File: src/rtl/core_pkg.sv
// widths, encodings and special store addresses shared by every rv32i core module
`default_nettype none

package core_pkg;

    // datapath sizes
    localparam int data_width    = 32;
    localparam int addr_width    = 32;
    localparam int reg_sel_width = 5;
    localparam int num_regs      = 32;

    // first instruction fetched after reset
    localparam logic [addr_width-1:0] reset_pc = 32'd128;

    // stores to these never reach memory
    // one drives the output port, the other stops the core
    localparam logic [addr_width-1:0] out_addr  = 32'd1000000;
    localparam logic [addr_width-1:0] halt_addr = 32'd1000004;

    // major opcodes, instr[6:0]
    typedef enum logic [6:0] {
        OPIMM  = 7'b0010011,
        OP     = 7'b0110011,
        LOAD   = 7'b0000011,
        STORE  = 7'b0100011,
        BRANCH = 7'b1100011,
        LUI    = 7'b0110111,
        AUIPC  = 7'b0010111,
        JAL    = 7'b1101111,
        JALR   = 7'b1100111
    } opcode_e;

    // alu functions picked from funct3/funct7
    typedef enum logic [3:0] {
        ALU_ADD,
        ALU_SUB,
        ALU_SLT,
        ALU_SLTU,
        ALU_AND,
        ALU_OR,
        ALU_XOR,
        ALU_SLL,
        ALU_SRL,
        ALU_SRA,
        // lui only, result is the immediate
        ALU_PASS
    } alu_op_e;

    // one instruction in flight, no overlap
    typedef enum logic [1:0] {
        FETCH,
        EXEC,
        MEM,
        HALTED
    } seq_state_e;

endpackage

`default_nettype wire

File: src/rtl/reg_file.sv
// 32 x 32 register file, two combinational reads and one clocked write
`timescale 1ns/1ps
`default_nettype none

module reg_file (
    input  logic                               clk,
    input  logic                               rst,
    input  logic [core_pkg::reg_sel_width-1:0] rs1_sel,
    input  logic [core_pkg::reg_sel_width-1:0] rs2_sel,
    input  logic                               wr_en,
    input  logic [core_pkg::reg_sel_width-1:0] wr_sel,
    input  logic [core_pkg::data_width-1:0]    wr_data,
    output logic [core_pkg::data_width-1:0]    rs1_data,
    output logic [core_pkg::data_width-1:0]    rs2_data
);
    import core_pkg::*;

    logic [data_width-1:0] regs [num_regs];

    always_ff @(posedge clk or negedge rst) begin
        if (!rst) begin
            for (int i = 0; i < num_regs; i++) begin
                regs[i] <= '0;
            end
        end else if (wr_en && (wr_sel != '0)) begin
            // x0 is never written
            regs[wr_sel] <= wr_data;
        end
    end

    // x0 reads as zero
    assign rs1_data = (rs1_sel == '0) ? '0 : regs[rs1_sel];
    assign rs2_data = (rs2_sel == '0) ? '0 : regs[rs2_sel];

    // sequencer must resolve rd before it enables a write
    wr_sel_known: assert property (@(posedge clk) disable iff (!rst)
        wr_en |-> !$isunknown(wr_sel));

endmodule

`default_nettype wire

File: config.mk
export PLATFORM = sky130hd
export DESIGN_NAME = reg_file
export DESIGN_NICKNAME = d
export VERILOG_FILES = /design/src/rtl/core_pkg.sv /design/src/rtl/reg_file.sv
export SDC_FILE = /design/constraint.sdc
export NUM_CORES = 2
export LEC_CHECK = 0
export BUFFER_PORTS_ARGS = -buffer_cell sky130_fd_sc_hd__buf_2
export CORE_ASPECT_RATIO = 1.5
export CORE_MARGIN = 5
export CORE_UTILIZATION = 47
export CTS_CLUSTER_DIAMETER = 30
export DETAILED_ROUTE_END_ITERATION = 7
export MAX_ROUTING_LAYER = met4
export PLACE_DENSITY_LB_ADDON = 0.25
export REMOVE_ABC_BUFFERS = 1
export SYNTH_ARGS = -nofsm -noshare
export SYNTH_HDL_FRONTEND = slang
export SYNTH_SLANG_ARGS = --single-unit
export TNS_END_PERCENT = 1
File: constraint.sdc
create_clock -name clk -period 3.5 [get_ports clk]
set_input_delay 0.525 -clock clk [delete_from_list [all_inputs] [get_ports clk]]
set_output_delay 0.525 -clock clk [all_outputs]
set_load 0.01 [all_outputs]
==> results_dict.tcl <==
set metrics [dict create \
    rows 152 \
    cp-start-kind "flip-flop" \
    cts_sinks 1024 \
    setup_viol 0 \
    hp-class "input port to asynchronous set/reset pin" \
    finalPower_mw 39.8 \
    grt_pass1_wl_mm 260 \
    vias_per_cell 6.59 \
    grt_usage_pct 29.7 \
    timing.hold.ws_ps 339 \
    cts_tree "built" \
    worst_slew_pin_slew_ps 1190 \
    fin_worst_skew_ps 0 \
    clk_latency_ps 780 \
    crit_required_ps 2970 \
    first_pass_iters 5 \
    ys_seq_elements 1024 \
    leakage_nw 27.5 \
    routabilityCongestion 0.854 \
    cts_resized 0 \
    synthFlopType "dfrtp_1" \
    root_buffer "clkbuf_16" \
    fp.dieW_um 288 \
    grt_busiest_layer "met2" \
    antenna_found_initial 4 \
    largest_register_ffs 1024 \
    synth_area_um2 54400 \
    relSlewSlack_pct 20.3 \
    status "finished clean" \
    hpwl_mm 110 \
    start_util_pct 47.4 \
    clock_path_buffers 3 \
    top_register "regs" \
    finalMaxSlewViolations 0 \
    fin_crit_sh_pct 94.7 \
    post-route-min-period_ps 3310 \
    ant_nets 0 \
    drive_gt1_share_pct 56.8 \
    totalWireLength_mm 176 \
    cap_violations 0 \
    irDropWorstVdd_mv 0.524 \
    fin_setup_tns_ps 0 \
    synthAdderAreaFrac_pct 0 \
    endpoint_kind "output pin" \
    reg.largest.list "regs: 1024 flops" \
    fmax_mhz 302 \
    via_count 35695 \
    grt_overflow 0 \
    rsz0062_at_grt "false" \
    nets 3776 \
    core_um2 115000 \
    path_clk_slew_ps 60 \
    cts_made_buffers 168 \
    die_h_um 427 \
    power_density_nw_per_um2 626 \
    synth-simple-area-share_pct 1.61 \
    routedWlPerCell_um 32.5 \
    synthMuxAreaShare_pct 42.8 \
    synth_top_family_by_area "multiplexers" \
    die_area_um2 123000 \
    drt-initial-drc-count 2933 \
    synthXorXnorAreaFrac_pct 0 \
    synthTopCellsByArea "dfrtp_1 (47%), mux2_2 (22%), mux4_2 (19%)" \
    async_reset_ff_share_pct 100 \
    synth_cell_type_count 35 \
    gr-usage-met2_pct 48.7 \
    synth_edf_count 0 \
    cp.arrival_ps 2790 \
    timing_hold_violations_final 0 \
    synth.yosys.seq_area_share_pct 47.1 \
    synth_top_area_share_pct 47.1 \
    yosys.area.top_type "dfrtp_1" \
    area_growth_pct 17.1 \
    grt_pass1_vias 38079 \
    crit_fanout 3 \
    yosysMostFrequentCell "mux2_2" \
    numPortBuffers 113 \
    synth_cells 3621 \
    path_class "flip-flop to output pin" \
    yosysWarnings 0 \
    drc 0 \
    synth.avg_cell_area_um2 15.0 \
    synth_commonest_cells "mux2_2 (1046), dfrtp_1 (1024), mux4_2 (448)" \
    synth_compound_area_share_pct 4.84 \
    grtUsageMet1_pct 35.9 \
    htreeDepth 4 \
    use_met3_pct 5.33 \
    grt_max_degree 90 \
    io_pins 114 \
]
worst max-delay path, stage by stage (launching register included):
cell and delay [ps]:
dfrtp_1 370, mux2i_1 100, a221oi_1 320, o21ai_0 200
a311oi_1 760, buf_2 270
power breakdown:
| group | switching [mW] | total, mW | internal, mW |
|---|---|---|---|
| logic | 2.71 | 6.94 | 4.22 |
| clock network | 6.32 | 17.1 | 10.8 |
| registers | 1.68 | 15.8 | 14.1 |
| total | 10.7 | 39.8 | 29.1 |
kinds of logic (layout without fill, tap and decap cells):
logic type             after synthesis  in the layout
muxes                             1632           1632
DFF                               1024           1024
buffers and inverters              434            681
AOI/OAI and AO/OA                  366            366
and+or+nand+nor                    165            165
other                                0              7
per-stage QoR:
stage / std cells / cell area, um2 / util (%) / setup WS [ps]
6_report: 5415 / 63700 / 55.5 / 187
5_1_grt: 5412 / 63700 / 55.5 / 165
4_1_cts: 5408 / 63700 / 55.5 / 221
3_5_place_dp: 5095 / 57800 / 50.4 / 258
3_3_place_gp: 5095 / 57800 / 50.4 / 262
2_1_floorplan: 3189 / 52400 / - / 38.4
timing repair:
action | CTS | global route
hold buffers | 1 | 0
setup buffers | 0 | 0
endpoints found under the hold margin | 52 | 0
worst paths after layout:
path	start	slack [ps]	cells past startpoint	to
max	regs[314]$_DFFE_PN0P_	190	5	rs2_data[26]
min	rst	340	2	regs[1021]$_DFFE_PN0P_
max reg2reg	regs[980]$_DFFE_PN0P_	2680	1	regs[980]$_DFFE_PN0P_
min reg2reg	regs[1004]$_DFFE_PN0P_	390	0	regs[1004]$_DFFE_PN0P_
max in group asynchronous	rst	2000	4	regs[895]$_DFFE_PN0P_
min in group clk	wr_data[3]	380	2	regs[227]$_DFFE_PN0P_
layout make-up:
class / instances / area [um2]
multi-input combinational: 2163 / 27000
tap: 1540 / 1930
clock buffer: 211 / 4600
antenna: 7 / 17.5
clock inverter: 101 / 1280
timing repair buffer: 367 / 3240
sequential: 1024 / 25600
fill: 9071 / 51000
inverter: 2 / 12.5
cell usage in the layout, fill, tap and decap left out, drive strengths merged, types with 19 or more instances in the layout:
cell	netlist	routed
mux2i	128	128
a22oi	64	64
clkbuf	225	211
o21ai	110	110
nor2b	71	71
inv	2	27
buf	207	366
a311oi	64	64
clkinv	0	39
a211oi	64	64
clkinvlp	0	19
dfrtp	1024	1024
nand2	49	49
mux2	1056	1056
nor2	19	19
mux4	448	448
a221oi	46	46
metal layers:
layer	part of all wire, %	up-vias
li1	-	14341
met1	38	19372
met2	50	1464
met3	6.2	518
met4	5.6	0
met5	0	-
No activity file was read; power rests on OpenSTA's default activity.
