$ cat src/rtl/core_pkg.sv
// widths, encodings and special store addresses shared by every rv32i core module
`default_nettype none

package core_pkg;

    // datapath sizes
    localparam int data_width    = 32;
    localparam int addr_width    = 32;
    localparam int reg_sel_width = 5;
    localparam int num_regs      = 32;

    // first instruction fetched after reset
    localparam logic [addr_width-1:0] reset_pc = 32'd128;

    // stores to these never reach memory
    // one drives the output port, the other stops the core
    localparam logic [addr_width-1:0] out_addr  = 32'd1000000;
    localparam logic [addr_width-1:0] halt_addr = 32'd1000004;

    // major opcodes, instr[6:0]
    typedef enum logic [6:0] {
        OPIMM  = 7'b0010011,
        OP     = 7'b0110011,
        LOAD   = 7'b0000011,
        STORE  = 7'b0100011,
        BRANCH = 7'b1100011,
        LUI    = 7'b0110111,
        AUIPC  = 7'b0010111,
        JAL    = 7'b1101111,
        JALR   = 7'b1100111
    } opcode_e;

    // alu functions picked from funct3/funct7
    typedef enum logic [3:0] {
        ALU_ADD,
        ALU_SUB,
        ALU_SLT,
        ALU_SLTU,
        ALU_AND,
        ALU_OR,
        ALU_XOR,
        ALU_SLL,
        ALU_SRL,
        ALU_SRA,
        // lui only, result is the immediate
        ALU_PASS
    } alu_op_e;

    // one instruction in flight, no overlap
    typedef enum logic [1:0] {
        FETCH,
        EXEC,
        MEM,
        HALTED
    } seq_state_e;

endpackage

`default_nettype wire

$ cat src/rtl/decoded_if.sv
// decoded instruction fields, driven by the decoder and read by execute and sequencer
`timescale 1ns/1ps
`default_nettype none

interface decoded_if;
    import core_pkg::*;

    opcode_e                  opcode;
    alu_op_e                  alu_op;
    // branch condition select
    logic [2:0]               funct3;
    logic [reg_sel_width-1:0] rd_sel;
    logic [reg_sel_width-1:0] rs1_sel;
    logic [reg_sel_width-1:0] rs2_sel;
    // sign-extended, already in final position
    logic [data_width-1:0]    imm;
    // unknown opcode or function
    logic                     illegal;

    modport decoder (
        output opcode, alu_op, funct3, rd_sel, rs1_sel, rs2_sel, imm, illegal
    );

    modport exec (
        input alu_op, opcode, funct3, imm
    );

    modport seq (
        input opcode, rd_sel, illegal
    );

endinterface

`default_nettype wire

$ cat src/rtl/core_sequencer.sv
// fetch/exec/mem state machine: holds pc and instruction, runs the memory port and write-back
`timescale 1ns/1ps
`default_nettype none

module core_sequencer (
    input  logic                               clk,
    input  logic                               rst,
    input  logic                               ena,
    input  logic [core_pkg::data_width-1:0]    mem_rd_data,
    input  logic                               mem_ack,
    input  logic [core_pkg::data_width-1:0]    result,
    input  logic [core_pkg::addr_width-1:0]    next_pc,
    input  logic [core_pkg::addr_width-1:0]    mem_addr_calc,
    input  logic [core_pkg::data_width-1:0]    rs2_data,
    decoded_if.seq                             dec,
    output logic [core_pkg::addr_width-1:0]    pc,
    output logic [core_pkg::data_width-1:0]    instr,
    output logic                               rf_wr_en,
    output logic [core_pkg::reg_sel_width-1:0] rf_wr_sel,
    output logic [core_pkg::data_width-1:0]    rf_wr_data,
    output logic [core_pkg::addr_width-1:0]    mem_addr,
    output logic [core_pkg::data_width-1:0]    mem_wr_data,
    output logic                               mem_rd_req,
    output logic                               mem_wr_req,
    output logic [core_pkg::data_width-1:0]    out_data,
    output logic                               out_valid,
    output logic                               halt
);
    import core_pkg::*;

    seq_state_e state;
    // request out but not yet acked, keeps it up through ena low
    logic       req_pending;
    logic       mem_done;
    logic       is_store;
    logic       store_out;
    logic       store_halt;

    assign is_store   = (dec.opcode == STORE);
    assign store_out  = is_store && (mem_addr_calc == out_addr);
    assign store_halt = is_store && (mem_addr_calc == halt_addr);

    // new requests need ena, held ones do not
    assign mem_rd_req = (ena || req_pending) &&
                        ((state == FETCH) || ((state == MEM) && (dec.opcode == LOAD)));
    assign mem_wr_req = (ena || req_pending) && (state == MEM) && is_store;
    // rs1, rs2 and the instruction do not change while MEM waits
    assign mem_addr    = (state == FETCH) ? pc : mem_addr_calc;
    assign mem_wr_data = rs2_data;
    assign mem_done    = (mem_rd_req || mem_wr_req) && mem_ack;

    // output port pulse in the exec cycle itself
    assign out_valid = ena && (state == EXEC) && !dec.illegal && store_out;
    assign out_data  = rs2_data;
    assign halt      = (state == HALTED);

    // write-back, alu result in EXEC or load data in the ack cycle
    assign rf_wr_sel  = dec.rd_sel;
    assign rf_wr_data = (state == MEM) ? mem_rd_data : result;

    always_comb begin
        rf_wr_en = 1'b0;
        if ((state == EXEC) && ena && !dec.illegal) begin
            rf_wr_en = !(dec.opcode inside {LOAD, STORE, BRANCH});
        end else if ((state == MEM) && mem_done) begin
            rf_wr_en = (dec.opcode == LOAD);
        end
    end

    always_ff @(posedge clk or negedge rst) begin
        if (!rst) begin
            state       <= FETCH;
            pc          <= reset_pc;
            req_pending <= 1'b0;
        end else begin
            req_pending <= (mem_rd_req || mem_wr_req) && !mem_ack;
            case (state)
                FETCH: begin
                    if (mem_done) begin
                        state <= EXEC;
                    end
                end
                EXEC: begin
                    if (ena) begin
                        if (dec.illegal || store_halt) begin
                            state <= HALTED;
                        end else if ((dec.opcode == LOAD) || (is_store && !store_out)) begin
                            state <= MEM;
                        end else begin
                            state <= FETCH;
                            pc    <= next_pc;
                        end
                    end
                end
                MEM: begin
                    // next_pc is still pc+4 for loads and stores
                    if (mem_done) begin
                        state <= FETCH;
                        pc    <= next_pc;
                    end
                end
                default: begin
                end
            endcase
        end
    end

    // instruction register, loaded on the fetch ack
    always_ff @(posedge clk) begin
        if ((state == FETCH) && mem_done) begin
            instr <= mem_rd_data;
        end
    end

    // one request at a time on the shared port
    one_req: assert property (@(posedge clk) disable iff (!rst)
        !(mem_rd_req && mem_wr_req));

    // request, direction and address hold until acked
    req_held: assert property (@(posedge clk) disable iff (!rst)
        (mem_rd_req || mem_wr_req) && !mem_ack |=> $stable({mem_rd_req, mem_wr_req, mem_addr}));

    // only reset leaves HALTED
    halt_sticky: assert property (@(posedge clk) disable iff (!rst)
        halt |=> halt);

endmodule

`default_nettype wire

$ cat src/flat_wrapper.sv
// flat-port wrapper written by rule: the top's interface ports become plain ports
module core_sequencer_flat import core_pkg::*;
  (clk, rst, ena, mem_rd_data, mem_ack, result, next_pc, mem_addr_calc, rs2_data, pc, instr, rf_wr_en, rf_wr_sel, rf_wr_data, mem_addr, mem_wr_data, mem_rd_req, mem_wr_req, out_data, out_valid, halt, dec_opcode, dec_rd_sel, dec_illegal);
  decoded_if dec_i ();
  input  logic clk;
  input  logic rst;
  input  logic ena;
  input  logic [core_pkg::data_width-1:0] mem_rd_data;
  input  logic mem_ack;
  input  logic [core_pkg::data_width-1:0] result;
  input  logic [core_pkg::addr_width-1:0] next_pc;
  input  logic [core_pkg::addr_width-1:0] mem_addr_calc;
  input  logic [core_pkg::data_width-1:0] rs2_data;
  output logic [core_pkg::addr_width-1:0] pc;
  output logic [core_pkg::data_width-1:0] instr;
  output logic rf_wr_en;
  output logic [core_pkg::reg_sel_width-1:0] rf_wr_sel;
  output logic [core_pkg::data_width-1:0] rf_wr_data;
  output logic [core_pkg::addr_width-1:0] mem_addr;
  output logic [core_pkg::data_width-1:0] mem_wr_data;
  output logic mem_rd_req;
  output logic mem_wr_req;
  output logic [core_pkg::data_width-1:0] out_data;
  output logic out_valid;
  output logic halt;
  input wire logic [$bits(dec_i.opcode)-1:0] dec_opcode;
  input wire logic [$bits(dec_i.rd_sel)-1:0] dec_rd_sel;
  input wire logic [$bits(dec_i.illegal)-1:0] dec_illegal;
  assign dec_i.opcode = dec_opcode;
  assign dec_i.rd_sel = dec_rd_sel;
  assign dec_i.illegal = dec_illegal;
  core_sequencer u_core (.clk(clk), .rst(rst), .ena(ena), .mem_rd_data(mem_rd_data), .mem_ack(mem_ack), .result(result), .next_pc(next_pc), .mem_addr_calc(mem_addr_calc), .rs2_data(rs2_data), .dec(dec_i), .pc(pc), .instr(instr), .rf_wr_en(rf_wr_en), .rf_wr_sel(rf_wr_sel), .rf_wr_data(rf_wr_data), .mem_addr(mem_addr), .mem_wr_data(mem_wr_data), .mem_rd_req(mem_rd_req), .mem_wr_req(mem_wr_req), .out_data(out_data), .out_valid(out_valid), .halt(halt));
endmodule
$ cat config.mk
export PLATFORM = sky130hd
export DESIGN_NAME = core_sequencer_flat
export DESIGN_NICKNAME = d
export VERILOG_FILES = /design/src/rtl/core_pkg.sv /design/src/rtl/decoded_if.sv /design/src/rtl/core_sequencer.sv /design/src/flat_wrapper.sv
export SDC_FILE = /design/constraint.sdc
export NUM_CORES = 1
export LEC_CHECK = 0
export ABC_AREA = 1
export BUFFER_PORTS_ARGS = -buffer_cell sky130_fd_sc_hd__buf_4
export CAP_MARGIN = 20
export CORE_AREA = 2 2 149 151
export DETAILED_ROUTE_END_ITERATION = 8
export DIE_AREA = 0 0 151 153
export GPL_ROUTABILITY_DRIVEN = 0
export HOLD_SLACK_MARGIN = 0.05
export PLACE_DENSITY_LB_ADDON = 0.05
export SKIP_LAST_GASP = 1
export SYNTH_ARGS = -nofsm -noshare
export SYNTH_HDL_FRONTEND = slang
export SYNTH_SLANG_ARGS = --single-unit
$ cat constraint.sdc
create_clock -name clk -period 4.4 [get_ports clk]
set_input_delay 0.22 -clock clk [delete_from_list [all_inputs] [get_ports clk]]
set_output_delay 0.22 -clock clk [all_outputs]
set_load 0.01 [all_outputs]
==> flow_summary_export.csv <==
group,metric,value,unit
run_status,outcome,"complete, no violations",
clock_tree,post_cts_resized,0,
cells_and_area,antenna_cells,0,
sta,slew_viol_final,0,
yosys,yosysSeqAreaShare,0.420,
clock_tree,clock_path_buffers,2,
route,drt_iter0_markers,172,
global_route,antenna_found_initial,0,
critical_path,critical_path_arrival,3.18,ns
critical_path,path_max_fanout,37,
floorplanning,rows,54,
clock_tree,htree_levels,3,
floorplanning,design.core.area,21500,um^2
power_and_ir_drop,finalPower,4.02,mW
sta,fmax,334,MHz
clock_tree,cts-root-buf,"clkbuf_16",
clock_tree,cts.sinks,67,
sta,setup_tns,0,ns
yosys,syn_nets,753,
clock_tree,cts_made_buffers,9,
yosys,synth.distinct_cells,23,
sta,worstMarginPinSlew,0.933,ns
route,vias,4258,
place,place_inst,1032,
clock_tree,clk_pin_slew,0.06,ns
power_and_ir_drop,vdd_drop_max,0.000205,V
yosys,synth_area_leader_cell,"edfxtp_1",
floorplanning,die_h,153,um
critical_path,worst_setup_path_start_kind,"flip-flop",
cells_and_area,stdcell_area,6560,um^2
sta,setup_viol,0,
yosys,syn_area,4370,um^2
sta,rsz0062_at_grt,"no",
flow_run,cap_violations,0,
place,placed_cell_area,6100,um^2
cells_and_area,nets,956,
critical_path,path_class,"flip-flop to flip-flop",
yosys,netlist_instances,572,
route,routed_via_density,4.02,
power_and_ir_drop,power.density,613,nW/um^2
global_route,grt.total_usage,0.135,
yosys,synthTopCellsByArea,"edfxtp_1 (22%), dfrtp_1 (19%), nand2_1 (17%), buf_4 (12%), inv_1 (5.7%)",
critical_path,endpoint_kind,"flip-flop",
global_route,grt.overflow.total,0,
route,wirelength,16.0,mm
route,wl_per_cell,15.1,um
global_route,grt_pass1_vias,4261,
min_path,hold_path_class,"input pin to flip-flop",
clock_tree,post_cts_buffers,0,
yosys,syn_area_per_cell,7.65,um^2
yosys,ys_ff_latch,67,
floorplanning,io_pins,379,
floorplanning,fp.dieW,151,um
route,ant_nets,0,
route,drtPass1Iterations,4,
clock_tree,clkLatencyLatePin,0.34,ns
cells_and_area,instances_no_fill,1060,
sta,max_slew_margin,0.376,
cells_and_area,drive_gt1_frac,0.395,
global_route,grt_pass1_wl,23.7,mm
route,route.detailed.drc,0,
power_and_ir_drop,power_leakage,3.43,nW
place,hpwlAfterDp,12.3,mm
global_route,grt_max_degree,42,
floorplanning,design.die.area,23100,um^2
yosys,yosys.area.top_type_share,0.220,
yosys,ys.warnings.count,0,
sta,fin_skew,0.00742,ns
place,io_buffers,272,
clock_tree,cts_tree,"done",
critical_path,worstPathRequired,4.59,ns
cells_and_area,area_delta_synth_final,50.1,%
floorplanning,initial_core_util,0.204,
sta,hold_violations,0,
sta,fin_crit,2.99,ns
sta,fin_crit_sh,0.680,
stage by stage:
stage,hold WS (ns),worst slack [ns],utilization
global route,0.0521,1.07,0.305
detailed placement,0.235,1.27,0.284
finish,0.0718,1.41,0.305
CTS,0.0501,1.27,0.305
floorplan,-0.0756,1.47,-
global placement,0.223,1.35,0.284
final timing paths:
check,start,end,slack [ns],depth (start not counted)
setup / recovery,u_core.state[0],u_core.state[0],1.41,8
hold / removal,mem_rd_data[18],u_core.instr[18],0.07,1
setup reg to reg,u_core.state[0],u_core.state[0],1.41,8
hold reg to reg,u_core.state[1],u_core.state[1],0.55,2
max in group asynchronous,rst,u_core.pc[7],3.63,2
min in group asynchronous,rst,u_core.pc[17],0.38,2
timing repair:
item	CTS	global route
endpoints found under the setup margin	0	0
hold buffers	12	0
endpoints found under the hold margin	45	0
sequential cells by signal (all words and copies together), names as in the netlist:
name / count
u_core.instr: 32
u_core.pc: 32
u_core.state: 2
u_core.req_pending: 1
Yosys cell counts (all sizes together):
library cell,instances
nand2,200
buf,82
inv,69
nand3,38
o21ai,35
dfrtp,34
edfxtp,32
o21bai,32
nor2,26
clkbuf,12
a21oi,4
ha,4
dfstp,1
nand4,1
o211ai,1
o31ai,1
placed cells by master, fill, tap and decap left out:
master,synthesis,layout
a21oi_1,3,3
a21oi_4,1,1
buf_4,70,274
bufinv_16,0,3
clkbuf_16,0,9
clkinv_2,0,2
clkinv_4,0,1
clkinvlp_4,0,1
dfrtp_1,34,34
dfstp_2,1,1
dlygate4sd3_1,0,12
edfxtp_1,32,32
ha_1,4,4
inv_1,66,66
inv_2,3,3
nand2_1,193,193
nand2_2,7,7
nand3_1,37,37
nand3_2,1,1
nand4_1,1,1
nor2_1,22,21
nor2_2,4,4
nor2_4,0,1
o211ai_1,1,1
o21ai_0,35,35
o21bai_1,32,32
o31ai_1,1,1
worst max-delay path, cell delays in order, from the launching register on:
cell	delay (ns)
dfrtp_1	0.41
inv_1	0.09
ha_1	0.14
buf_4	0.36
inv_2	0.35
nand2_1	0.18
nand2_2	0.40
inv_2	0.67
o21ai_0	0.19
kinds of logic (layout without fill, tap and decap cells):
logic type,count (synthesis),after routing,synth area share
fa+ha+maj,4,4,0.0114
simple gates,265,265,0.246
flops,67,67,0.420
compound gates,73,73,0.106
buf+inv,163,371,0.216
layout make-up:
class | instances | area, um^2
Multi-Input combinational cell | 342 | 1600
Tap cell | 280 | 350
Clock inverter | 7 | 116
Timing Repair Buffer | 286 | 2180
Clock buffer | 9 | 225
Inverter | 69 | 259
Sequential cell | 67 | 1840
Fill cell | 2384 | 14900
report_power, final:
part / switching, mW / internal [mW] / total (mW)
Clock: 0.287 / 0.552 / 0.839
Sequential: 0.151 / 0.869 / 1.02
Combinational: 1.23 / 0.935 / 2.16
Total: 1.67 / 2.36 / 4.02
metal layers:
layer  up-vias  share of wire  wire [um]  track usage
met3        19           0.12       1850       0.0519
met1      1912           0.39       6250        0.155
met2       200           0.48       7700        0.229
li1       2127              -          -            -
met4         0          0.014        227       0.0490
met5         -              0          0            0
Note: power is estimated with default switching activity, not from simulation.
