$ cat src/rtl/core_pkg.sv
// widths, encodings and special store addresses shared by every rv32i core module
`default_nettype none

package core_pkg;

    // datapath sizes
    localparam int data_width    = 32;
    localparam int addr_width    = 32;
    localparam int reg_sel_width = 5;
    localparam int num_regs      = 32;

    // first instruction fetched after reset
    localparam logic [addr_width-1:0] reset_pc = 32'd128;

    // stores to these never reach memory
    // one drives the output port, the other stops the core
    localparam logic [addr_width-1:0] out_addr  = 32'd1000000;
    localparam logic [addr_width-1:0] halt_addr = 32'd1000004;

    // major opcodes, instr[6:0]
    typedef enum logic [6:0] {
        OPIMM  = 7'b0010011,
        OP     = 7'b0110011,
        LOAD   = 7'b0000011,
        STORE  = 7'b0100011,
        BRANCH = 7'b1100011,
        LUI    = 7'b0110111,
        AUIPC  = 7'b0010111,
        JAL    = 7'b1101111,
        JALR   = 7'b1100111
    } opcode_e;

    // alu functions picked from funct3/funct7
    typedef enum logic [3:0] {
        ALU_ADD,
        ALU_SUB,
        ALU_SLT,
        ALU_SLTU,
        ALU_AND,
        ALU_OR,
        ALU_XOR,
        ALU_SLL,
        ALU_SRL,
        ALU_SRA,
        // lui only, result is the immediate
        ALU_PASS
    } alu_op_e;

    // one instruction in flight, no overlap
    typedef enum logic [1:0] {
        FETCH,
        EXEC,
        MEM,
        HALTED
    } seq_state_e;

endpackage

`default_nettype wire

$ cat src/rtl/decoded_if.sv
// decoded instruction fields, driven by the decoder and read by execute and sequencer
`timescale 1ns/1ps
`default_nettype none

interface decoded_if;
    import core_pkg::*;

    opcode_e                  opcode;
    alu_op_e                  alu_op;
    // branch condition select
    logic [2:0]               funct3;
    logic [reg_sel_width-1:0] rd_sel;
    logic [reg_sel_width-1:0] rs1_sel;
    logic [reg_sel_width-1:0] rs2_sel;
    // sign-extended, already in final position
    logic [data_width-1:0]    imm;
    // unknown opcode or function
    logic                     illegal;

    modport decoder (
        output opcode, alu_op, funct3, rd_sel, rs1_sel, rs2_sel, imm, illegal
    );

    modport exec (
        input alu_op, opcode, funct3, imm
    );

    modport seq (
        input opcode, rd_sel, illegal
    );

endinterface

`default_nettype wire

$ cat src/rtl/exec_unit.sv
// combinational execute stage: alu result, branch decision, next pc and load/store address
`timescale 1ns/1ps
`default_nettype none

module exec_unit (
    input  logic [core_pkg::addr_width-1:0] pc,
    input  logic [core_pkg::data_width-1:0] rs1_data,
    input  logic [core_pkg::data_width-1:0] rs2_data,
    decoded_if.exec                         dec,
    output logic [core_pkg::data_width-1:0] result,
    output logic                            branch_taken,
    output logic [core_pkg::addr_width-1:0] next_pc,
    output logic [core_pkg::addr_width-1:0] mem_addr_calc
);
    import core_pkg::*;

    logic [data_width-1:0] op_b;
    logic [4:0]            shamt;
    logic [data_width-1:0] alu_out;
    logic [addr_width-1:0] pc_plus4;
    logic [addr_width-1:0] pc_plus_imm;
    logic                  cond;

    // register operand only for OP, immediate for everything else
    assign op_b  = (dec.opcode == OP) ? rs2_data : dec.imm;
    // for slli/srli this is the shamt field of the immediate
    assign shamt = op_b[4:0];

    assign pc_plus4      = pc + 32'd4;
    assign pc_plus_imm   = pc + dec.imm;
    assign mem_addr_calc = rs1_data + dec.imm;

    always_comb begin
        case (dec.alu_op)
            ALU_ADD:  alu_out = rs1_data + op_b;
            ALU_SUB:  alu_out = rs1_data - op_b;
            ALU_SLT:  alu_out = {{(data_width-1){1'b0}}, $signed(rs1_data) < $signed(op_b)};
            ALU_SLTU: alu_out = {{(data_width-1){1'b0}}, rs1_data < op_b};
            ALU_AND:  alu_out = rs1_data & op_b;
            ALU_OR:   alu_out = rs1_data | op_b;
            ALU_XOR:  alu_out = rs1_data ^ op_b;
            ALU_SLL:  alu_out = rs1_data << shamt;
            ALU_SRL:  alu_out = rs1_data >> shamt;
            ALU_SRA:  alu_out = $signed(rs1_data) >>> shamt;
            ALU_PASS: alu_out = dec.imm;
            default:  alu_out = rs1_data + op_b;
        endcase
    end

    // branch compare always on the two registers
    always_comb begin
        case (dec.funct3)
            3'b000:  cond = (rs1_data == rs2_data);
            3'b001:  cond = (rs1_data != rs2_data);
            3'b100:  cond = ($signed(rs1_data) < $signed(rs2_data));
            3'b101:  cond = ($signed(rs1_data) >= $signed(rs2_data));
            3'b110:  cond = (rs1_data < rs2_data);
            3'b111:  cond = (rs1_data >= rs2_data);
            default: cond = 1'b0;
        endcase
    end

    assign branch_taken = (dec.opcode == BRANCH) && cond;

    always_comb begin
        result  = alu_out;
        next_pc = pc_plus4;
        case (dec.opcode)
            AUIPC: result = pc_plus_imm;
            JAL: begin
                // link value, then jump relative to pc
                result  = pc_plus4;
                next_pc = pc_plus_imm;
            end
            JALR: begin
                result  = pc_plus4;
                // target low bit cleared
                next_pc = {mem_addr_calc[addr_width-1:1], 1'b0};
            end
            BRANCH: begin
                if (branch_taken) begin
                    next_pc = pc_plus_imm;
                end
            end
            default: begin
            end
        endcase
    end

endmodule

`default_nettype wire

$ cat src/flat_wrapper.sv
// flat-port wrapper written by rule: the top's interface ports become plain ports
module exec_unit_flat import core_pkg::*;
  (pc, rs1_data, rs2_data, result, branch_taken, next_pc, mem_addr_calc, dec_alu_op, dec_opcode, dec_funct3, dec_imm);
  decoded_if dec_i ();
  input  logic [core_pkg::addr_width-1:0] pc;
  input  logic [core_pkg::data_width-1:0] rs1_data;
  input  logic [core_pkg::data_width-1:0] rs2_data;
  output logic [core_pkg::data_width-1:0] result;
  output logic branch_taken;
  output logic [core_pkg::addr_width-1:0] next_pc;
  output logic [core_pkg::addr_width-1:0] mem_addr_calc;
  input wire logic [$bits(dec_i.alu_op)-1:0] dec_alu_op;
  input wire logic [$bits(dec_i.opcode)-1:0] dec_opcode;
  input wire logic [$bits(dec_i.funct3)-1:0] dec_funct3;
  input wire logic [$bits(dec_i.imm)-1:0] dec_imm;
  assign dec_i.alu_op = dec_alu_op;
  assign dec_i.opcode = dec_opcode;
  assign dec_i.funct3 = dec_funct3;
  assign dec_i.imm = dec_imm;
  exec_unit u_core (.pc(pc), .rs1_data(rs1_data), .rs2_data(rs2_data), .dec(dec_i), .result(result), .branch_taken(branch_taken), .next_pc(next_pc), .mem_addr_calc(mem_addr_calc));
endmodule
$ cat config.mk
export PLATFORM = sky130hd
export DESIGN_NAME = exec_unit_flat
export DESIGN_NICKNAME = d
export VERILOG_FILES = /design/src/rtl/core_pkg.sv /design/src/rtl/decoded_if.sv /design/src/rtl/exec_unit.sv /design/src/flat_wrapper.sv
export SDC_FILE = /design/constraint.sdc
export NUM_CORES = 1
export LEC_CHECK = 0
export BUFFER_PORTS_ARGS = -buffer_cell sky130_fd_sc_hd__buf_4
export CAP_MARGIN = 15
export CORE_AREA = 3 3 233 235
export DETAILED_ROUTE_END_ITERATION = 10
export DIE_AREA = 0 0 236 238
export GPL_TIMING_DRIVEN = 1
export SLEW_MARGIN = 5
export SYNTH_ARGS = -nofsm -noshare
export SYNTH_HDL_FRONTEND = slang
export SYNTH_SLANG_ARGS = --single-unit
$ cat constraint.sdc
create_clock -name vclk -period 6.3
set_clock_uncertainty 0.15 [all_clocks]
set_input_delay 0.315 -clock vclk [all_inputs]
set_output_delay 0.315 -clock vclk [all_outputs]
set_load 0.005 [all_outputs]
==> results of run 1 <==
through the flow:
step	area, um^2	setup slack, ps	hold slack (ps)	instances
2_1_floorplan	15600	1080	589	2347
3_3_place_gp	18100	669	813	3170
3_5_place_dp	18100	596	796	3170
4_1_cts	18100	588	806	3170
5_1_grt	18100	101	842	3170
6_report	18100	412	817	3172
cell families (layout without fill, tap and decap cells):
| kind of cell | after synthesis | in the layout | synth area share |
|---|---|---|---|
| compound gates | 904 | 904 | 0.390 |
| simple gates | 719 | 719 | 0.218 |
| buf+inv | 312 | 447 | 0.0786 |
| fa+ha+maj | 196 | 196 | 0.159 |
| xor+xnor | 114 | 114 | 0.0640 |
| mux | 102 | 102 | 0.0911 |
| other cells | 0 | 2 | 0 |
layer usage:
layer	vias up	wire, um
met3	220	7070
li1	9147	-
met2	1170	41700
met4	4	4850
met5	-	25
met1	9973	37300
cells in the final DEF (no fill, tap or decap), drive strengths merged, types with 15 or more instances in the layout:
| cell | count |
|---|---|
| a211oi | 43 |
| a21boi | 16 |
| a21o | 48 |
| a21oi | 203 |
| a221o | 25 |
| a221oi | 32 |
| a22oi | 36 |
| a31oi | 35 |
| and2 | 17 |
| and3 | 17 |
| buf | 294 |
| ha | 193 |
| inv | 151 |
| mux2i | 62 |
| mux4 | 30 |
| nand2 | 250 |
| nand2b | 28 |
| nand3 | 78 |
| nand4 | 22 |
| nor2 | 164 |
| nor2b | 19 |
| nor3 | 56 |
| o2111ai | 16 |
| o211ai | 53 |
| o21a | 16 |
| o21ai | 193 |
| o21bai | 23 |
| o221ai | 31 |
| o22ai | 21 |
| o31ai | 17 |
| or3 | 15 |
| xnor2 | 78 |
| xor2 | 36 |
worst max-delay path by stage:
stage,to,slack (ps)
final,result[17],410
after global placement,result[16],670
after global routing,result[31],100
after detailed placement,result[17],600
after CTS,result[17],590
after floorplan,result[22],1080
cell type report:
class	instances	area, um^2
fill	5736	34400
timing repair buffer	294	2210
antenna	2	5.00
multi-input combinational	2035	14400
inverter	153	574
tap	688	861
worst max-delay path, delay by kind of cell:
family / cells / cell delay [ps]
buffers and inverters: 4 / 820
and+or+nand+nor: 5 / 1480
adders and majority gates: 1 / 360
xor gates and xnor gates: 1 / 160
AOI/OAI and AO/OA: 6 / 1980
muxes: 1 / 300
==> metrics, run 1 <==
hold path depth=3; top cell types by occurrence after synthesis=nand2_1 (248), a21oi_1 (202), ha_1 (193); Final Hold Vio Count=0; Worst Path Arrival=5420 ps; count leader, synth=nand2_1; Max Freq=170 MHz; post-CTS sizing=0; clock buf count=0; fin nets=2822; Slew Limit Fails=0; Vias=20500; Hold Crit Start=pc[0]; largest net degree at the start of global routing=59; global-route usage over all layers=0.303; # Post-CTS Setup Buffers=0; final period utilization=0.935; die footprint=0.0562 mm^2; core area=0.0524 mm^2; first-pass GRT wire length=132000 um; Synth area leaders=ha_1 (15%), a21oi_1 (6.5%), nand2_1 (6.0%); area share of the largest cell type after synthesis=0.155; GR Util met1=0.396; vias in the first global route=19600; routing usage on met2=0.499; Synth Cell Area=0.0156 mm^2; PortBufs=239; worst hold path type=input port to output pin; synthesized net count=2685; vias per std cell=6.47; CP endpoint kind=output pin; number of warnings issued by yosys=0; Hold-fix buffers, CTS=0; syn_area_per_cell=6.65 um^2; register area=0 um^2; first-pass detailed-route iteration total=6; final wirelength=90900 um; post-synthesis cell type count=92; Starting DRT DRC Count=2327; RD Place Congestion=1.00; Initial Util=0.298; fin crit period=5890 ps; Row Count=84; post-layout util=0.344; Synth area leader=ha_1; post-synthesis sequential area ratio=0; worst-margin pin slew=1150 ps; CP Cell Sequence=buf_4 -> and4b_1 -> nand2_2 -> buf_4 -> mux2i_4 -> ha_1 -> nor2_1 -> o21ai_0 -> o21bai_1 -> a21oi_1 -> nor2_1 -> nor4_1 -> a21oi_1 -> xnor2_1 -> a2111oi_0 -> buf_4 -> o22ai_1 -> buf_4; status=finished, final reports clean; IO Pins=239; cell mode on critical path=buf_4; WP data required=5830 ps; Critical Path Source=dec_opcode[0]; final setup TNS=0 ps; critical path class=input port to output pin; Die X=236 um; Syn-to-layout area delta=15.7%; initial antenna violation count=4; Worst path max stage delay=1010 ps; critical-path maximum fanout=15; Max Cap Viol=0; CP max-delay cell=a2111oi_0; routing usage on met3=0.0368; mean routed wirelength per cell=28.7 um; FFs & Latches=0; Startpoint Class=input port; Chip Height=238 um; gr busiest metal=met2; HPWL after detailed placement=73200 um; GRT overflow=0; Detail Route Antenna Nets=0; synthesized instance count=2347; Relative slew margins=0.216; DRC viols=0; unrepaired setup endpoints after global routing=false; hold endpoint=next_pc[0]; Finish-stage setup viols=0; layout cells sized above 1=0.149
==> run 2: changes to the inputs <==
==> constraint.sdc (replaced) <==
create_clock -name vclk -period 6.3
set_clock_uncertainty 0.15 [all_clocks]
set_input_delay 1.26 -clock vclk [all_inputs]
set_output_delay 1.26 -clock vclk [all_outputs]
set_load 0.005 [all_outputs]
==> run 2 against run 1 <==
The run now ends with setup timing left; via count rose by 9.0%; sequential share of layout area did not move; maximum frequency fell by 13%; cell area rose by 25%; clock-buffer cell count did not move; flip-flop and latch count did not move; critical endpoint is now result[31].
==> metrics, run 2 (synthesis results as in run 1) <==
Detail Route Antenna Nets=0 (unchanged); CP Cell Sequence=buf_6 -> and4b_4 -> nand2_4 -> buf_4 -> o21ai_2 -> inv_2 -> ha_4 -> o2111a_1 -> or4b_1 -> a31o_4 -> a21oi_4 -> o41ai_4 -> a31oi_2 -> or3_1 -> o41ai_1 -> or4_1 -> a221o_1 -> buf_4; Initial Util=0.298 (unchanged); most frequent cells in the layout=buf_4 (694), nand2_1 (244), a21oi_1 (180); critical-path maximum fanout=5 (-10); Critical Path End=result[31]; Levels on crit path=18 (unchanged); Worst Path Arrival=5320 ps (-100 ps); CP max-delay cell=or4_1; fin nets=3249 (+15%); Post-Layout Cell Count=3597 (+13%); Finish-stage setup viols=21 (+21); vias per std cell=6.21 (-3.9%); Die X=236 um (unchanged); failing checks=setup timing; Max Cap Viol=0 (unchanged); unrepaired setup endpoints after global routing=true; Syn-to-layout area delta=45.0%; first-pass GRT wire length=143000 um (+8.3%); Placed Area=0.0213 mm^2 (+18%); Startpoint Class=input port; Routed met1 length=40600 um (+8.9%); final instance area=0.0226 mm^2 (+25%); register area=0 um^2 (unchanged); WL met3=7970 um (+13%); Hold-fix buffers, CTS=0 (unchanged); first-pass detailed-route iteration total=6 (unchanged); CP bufs+invs=4 (unchanged); Vias=22400 (+9.0%); hold path depth=3 (unchanged); Max Freq=148 MHz (-13%); CP top delay family=simple AND/OR/NAND/NOR gates; Slew Limit Fails=0 (unchanged); post-layout util=0.432 (+0.0872); PortBufs=239 (unchanged); largest net degree at the start of global routing=59 (unchanged); Chip Height=238 um (unchanged); IO Pins=239 (unchanged); clock buf count=0 (unchanged); initial antenna violation count=0 (-4); DR WL met2=44100 um (+5.7%); placed insts=3566 (+12%); commonest non-fill, non-tap cell in the layout=buf_4; CP endpoint kind=output pin; HPWL after detailed placement=81300 um (+11%); final wirelength=99800 um (+9.8%); Pwr Density=104 mW/mm^2; RD Place Congestion=1.05 (+5.0%); layout cells sized above 1=0.332 (+0.183); Max VDD drop=0.0431 mV; Worst path max stage delay=610 ps (-400 ps); vias in the first global route=21400 (+8.9%); top sig layer=met4; post-route setup slack=-434 ps (-847 ps); core area=0.0524 mm^2 (unchanged); mean routed wirelength per cell=27.8 um (-3.2%); Critical Path Source=dec_opcode[6]; worst-margin pin slew=1180 ps (+31.4 ps); Starting DRT DRC Count=2386 (+2.5%); worst hold path type=input port to output pin; status=finished with violations; die footprint=0.0562 mm^2 (unchanged); fin crit period=6730 ps (+847 ps); Final Hold Vio Count=0 (unchanged); Leak=10.2 nW; final period utilization=1.07 (+0.134); FFs & Latches=0 (unchanged); critical path class=input port to output pin; GRT overflow=0 (unchanged); cell mode on critical path=buf_4; Row Count=84 (unchanged); DRC viols=0 (unchanged); diode count=0 (-2); global-route usage over all layers=0.331 (+0.0282); WP data required=4890 ps (-940 ps); Relative slew margins=0.209 (-0.00719)
[run 2: cell count changes in the layout (fill, tap and decap cells not counted), sizes merged]
cell,change
buf,+424
bufbuf,+1
clkbuf,+1
diode,-2
nand2,+1
[run 2: area by class of cell]
class	instances	area, um^2
fillers	5510	29800
inverters	153	582
multi-input cells	2036	15600
well taps	688	861
repair buffers	720	5620
[run 2: metal layers]
metal / vias to the layer above / GRT usage
li1: 10000 / -
met1: 10700 / 0.430
met2: 1322 / 0.531
met3: 315 / 0.0437
met4: 0 / 0.187
met5: - / 0
[run 2: worst min path at each step]
stage	start	end	slack, ps
2_1_floorplan	rs1_data[0]	mem_addr_calc[0]	2480
3_3_place_gp	rs1_data[0]	mem_addr_calc[0]	2760
3_5_place_dp	pc[0]	next_pc[0]	2730
4_1_cts	pc[0]	next_pc[0]	2730
5_1_grt	pc[0]	next_pc[0]	2740
6_report	pc[0]	next_pc[0]	2730
[run 2: tightest hold or removal path, cell delays in order]
cell    delay (ps)
buf_4          110
a22o_1         140
buf_4          110
[run 2: timing repair]
| action | CTS | global route |
|---|---|---|
| resized for setup | 156 | 92 |
| pin swaps | 31 | 13 |
| setup buffers | 19 | 9 |
| endpoints found under the setup margin | 40 | 47 |
| gates cloned | 1 | 2 |
[run 2: where the power goes]
group          total (mW)  internal [mW]  switching, mW
registers               0              0              0
clock network           0              0              0
logic                2.34           1.03           1.31
[run 2: through the flow]
stage	total power, mW	hold slack (ps)	setup WS [ps]	TNS, ps
finish	2.34	2730	-434	-3610
global route	2.48	2740	-541	-6620
CTS	2.23	2730	-322	-1620
detailed placement	2.13	2730	-843	-11550
global placement	2.12	2760	-752	-10700
floorplan	1.09	2480	-210	-853
Note: power is estimated with default switching activity, not from simulation.
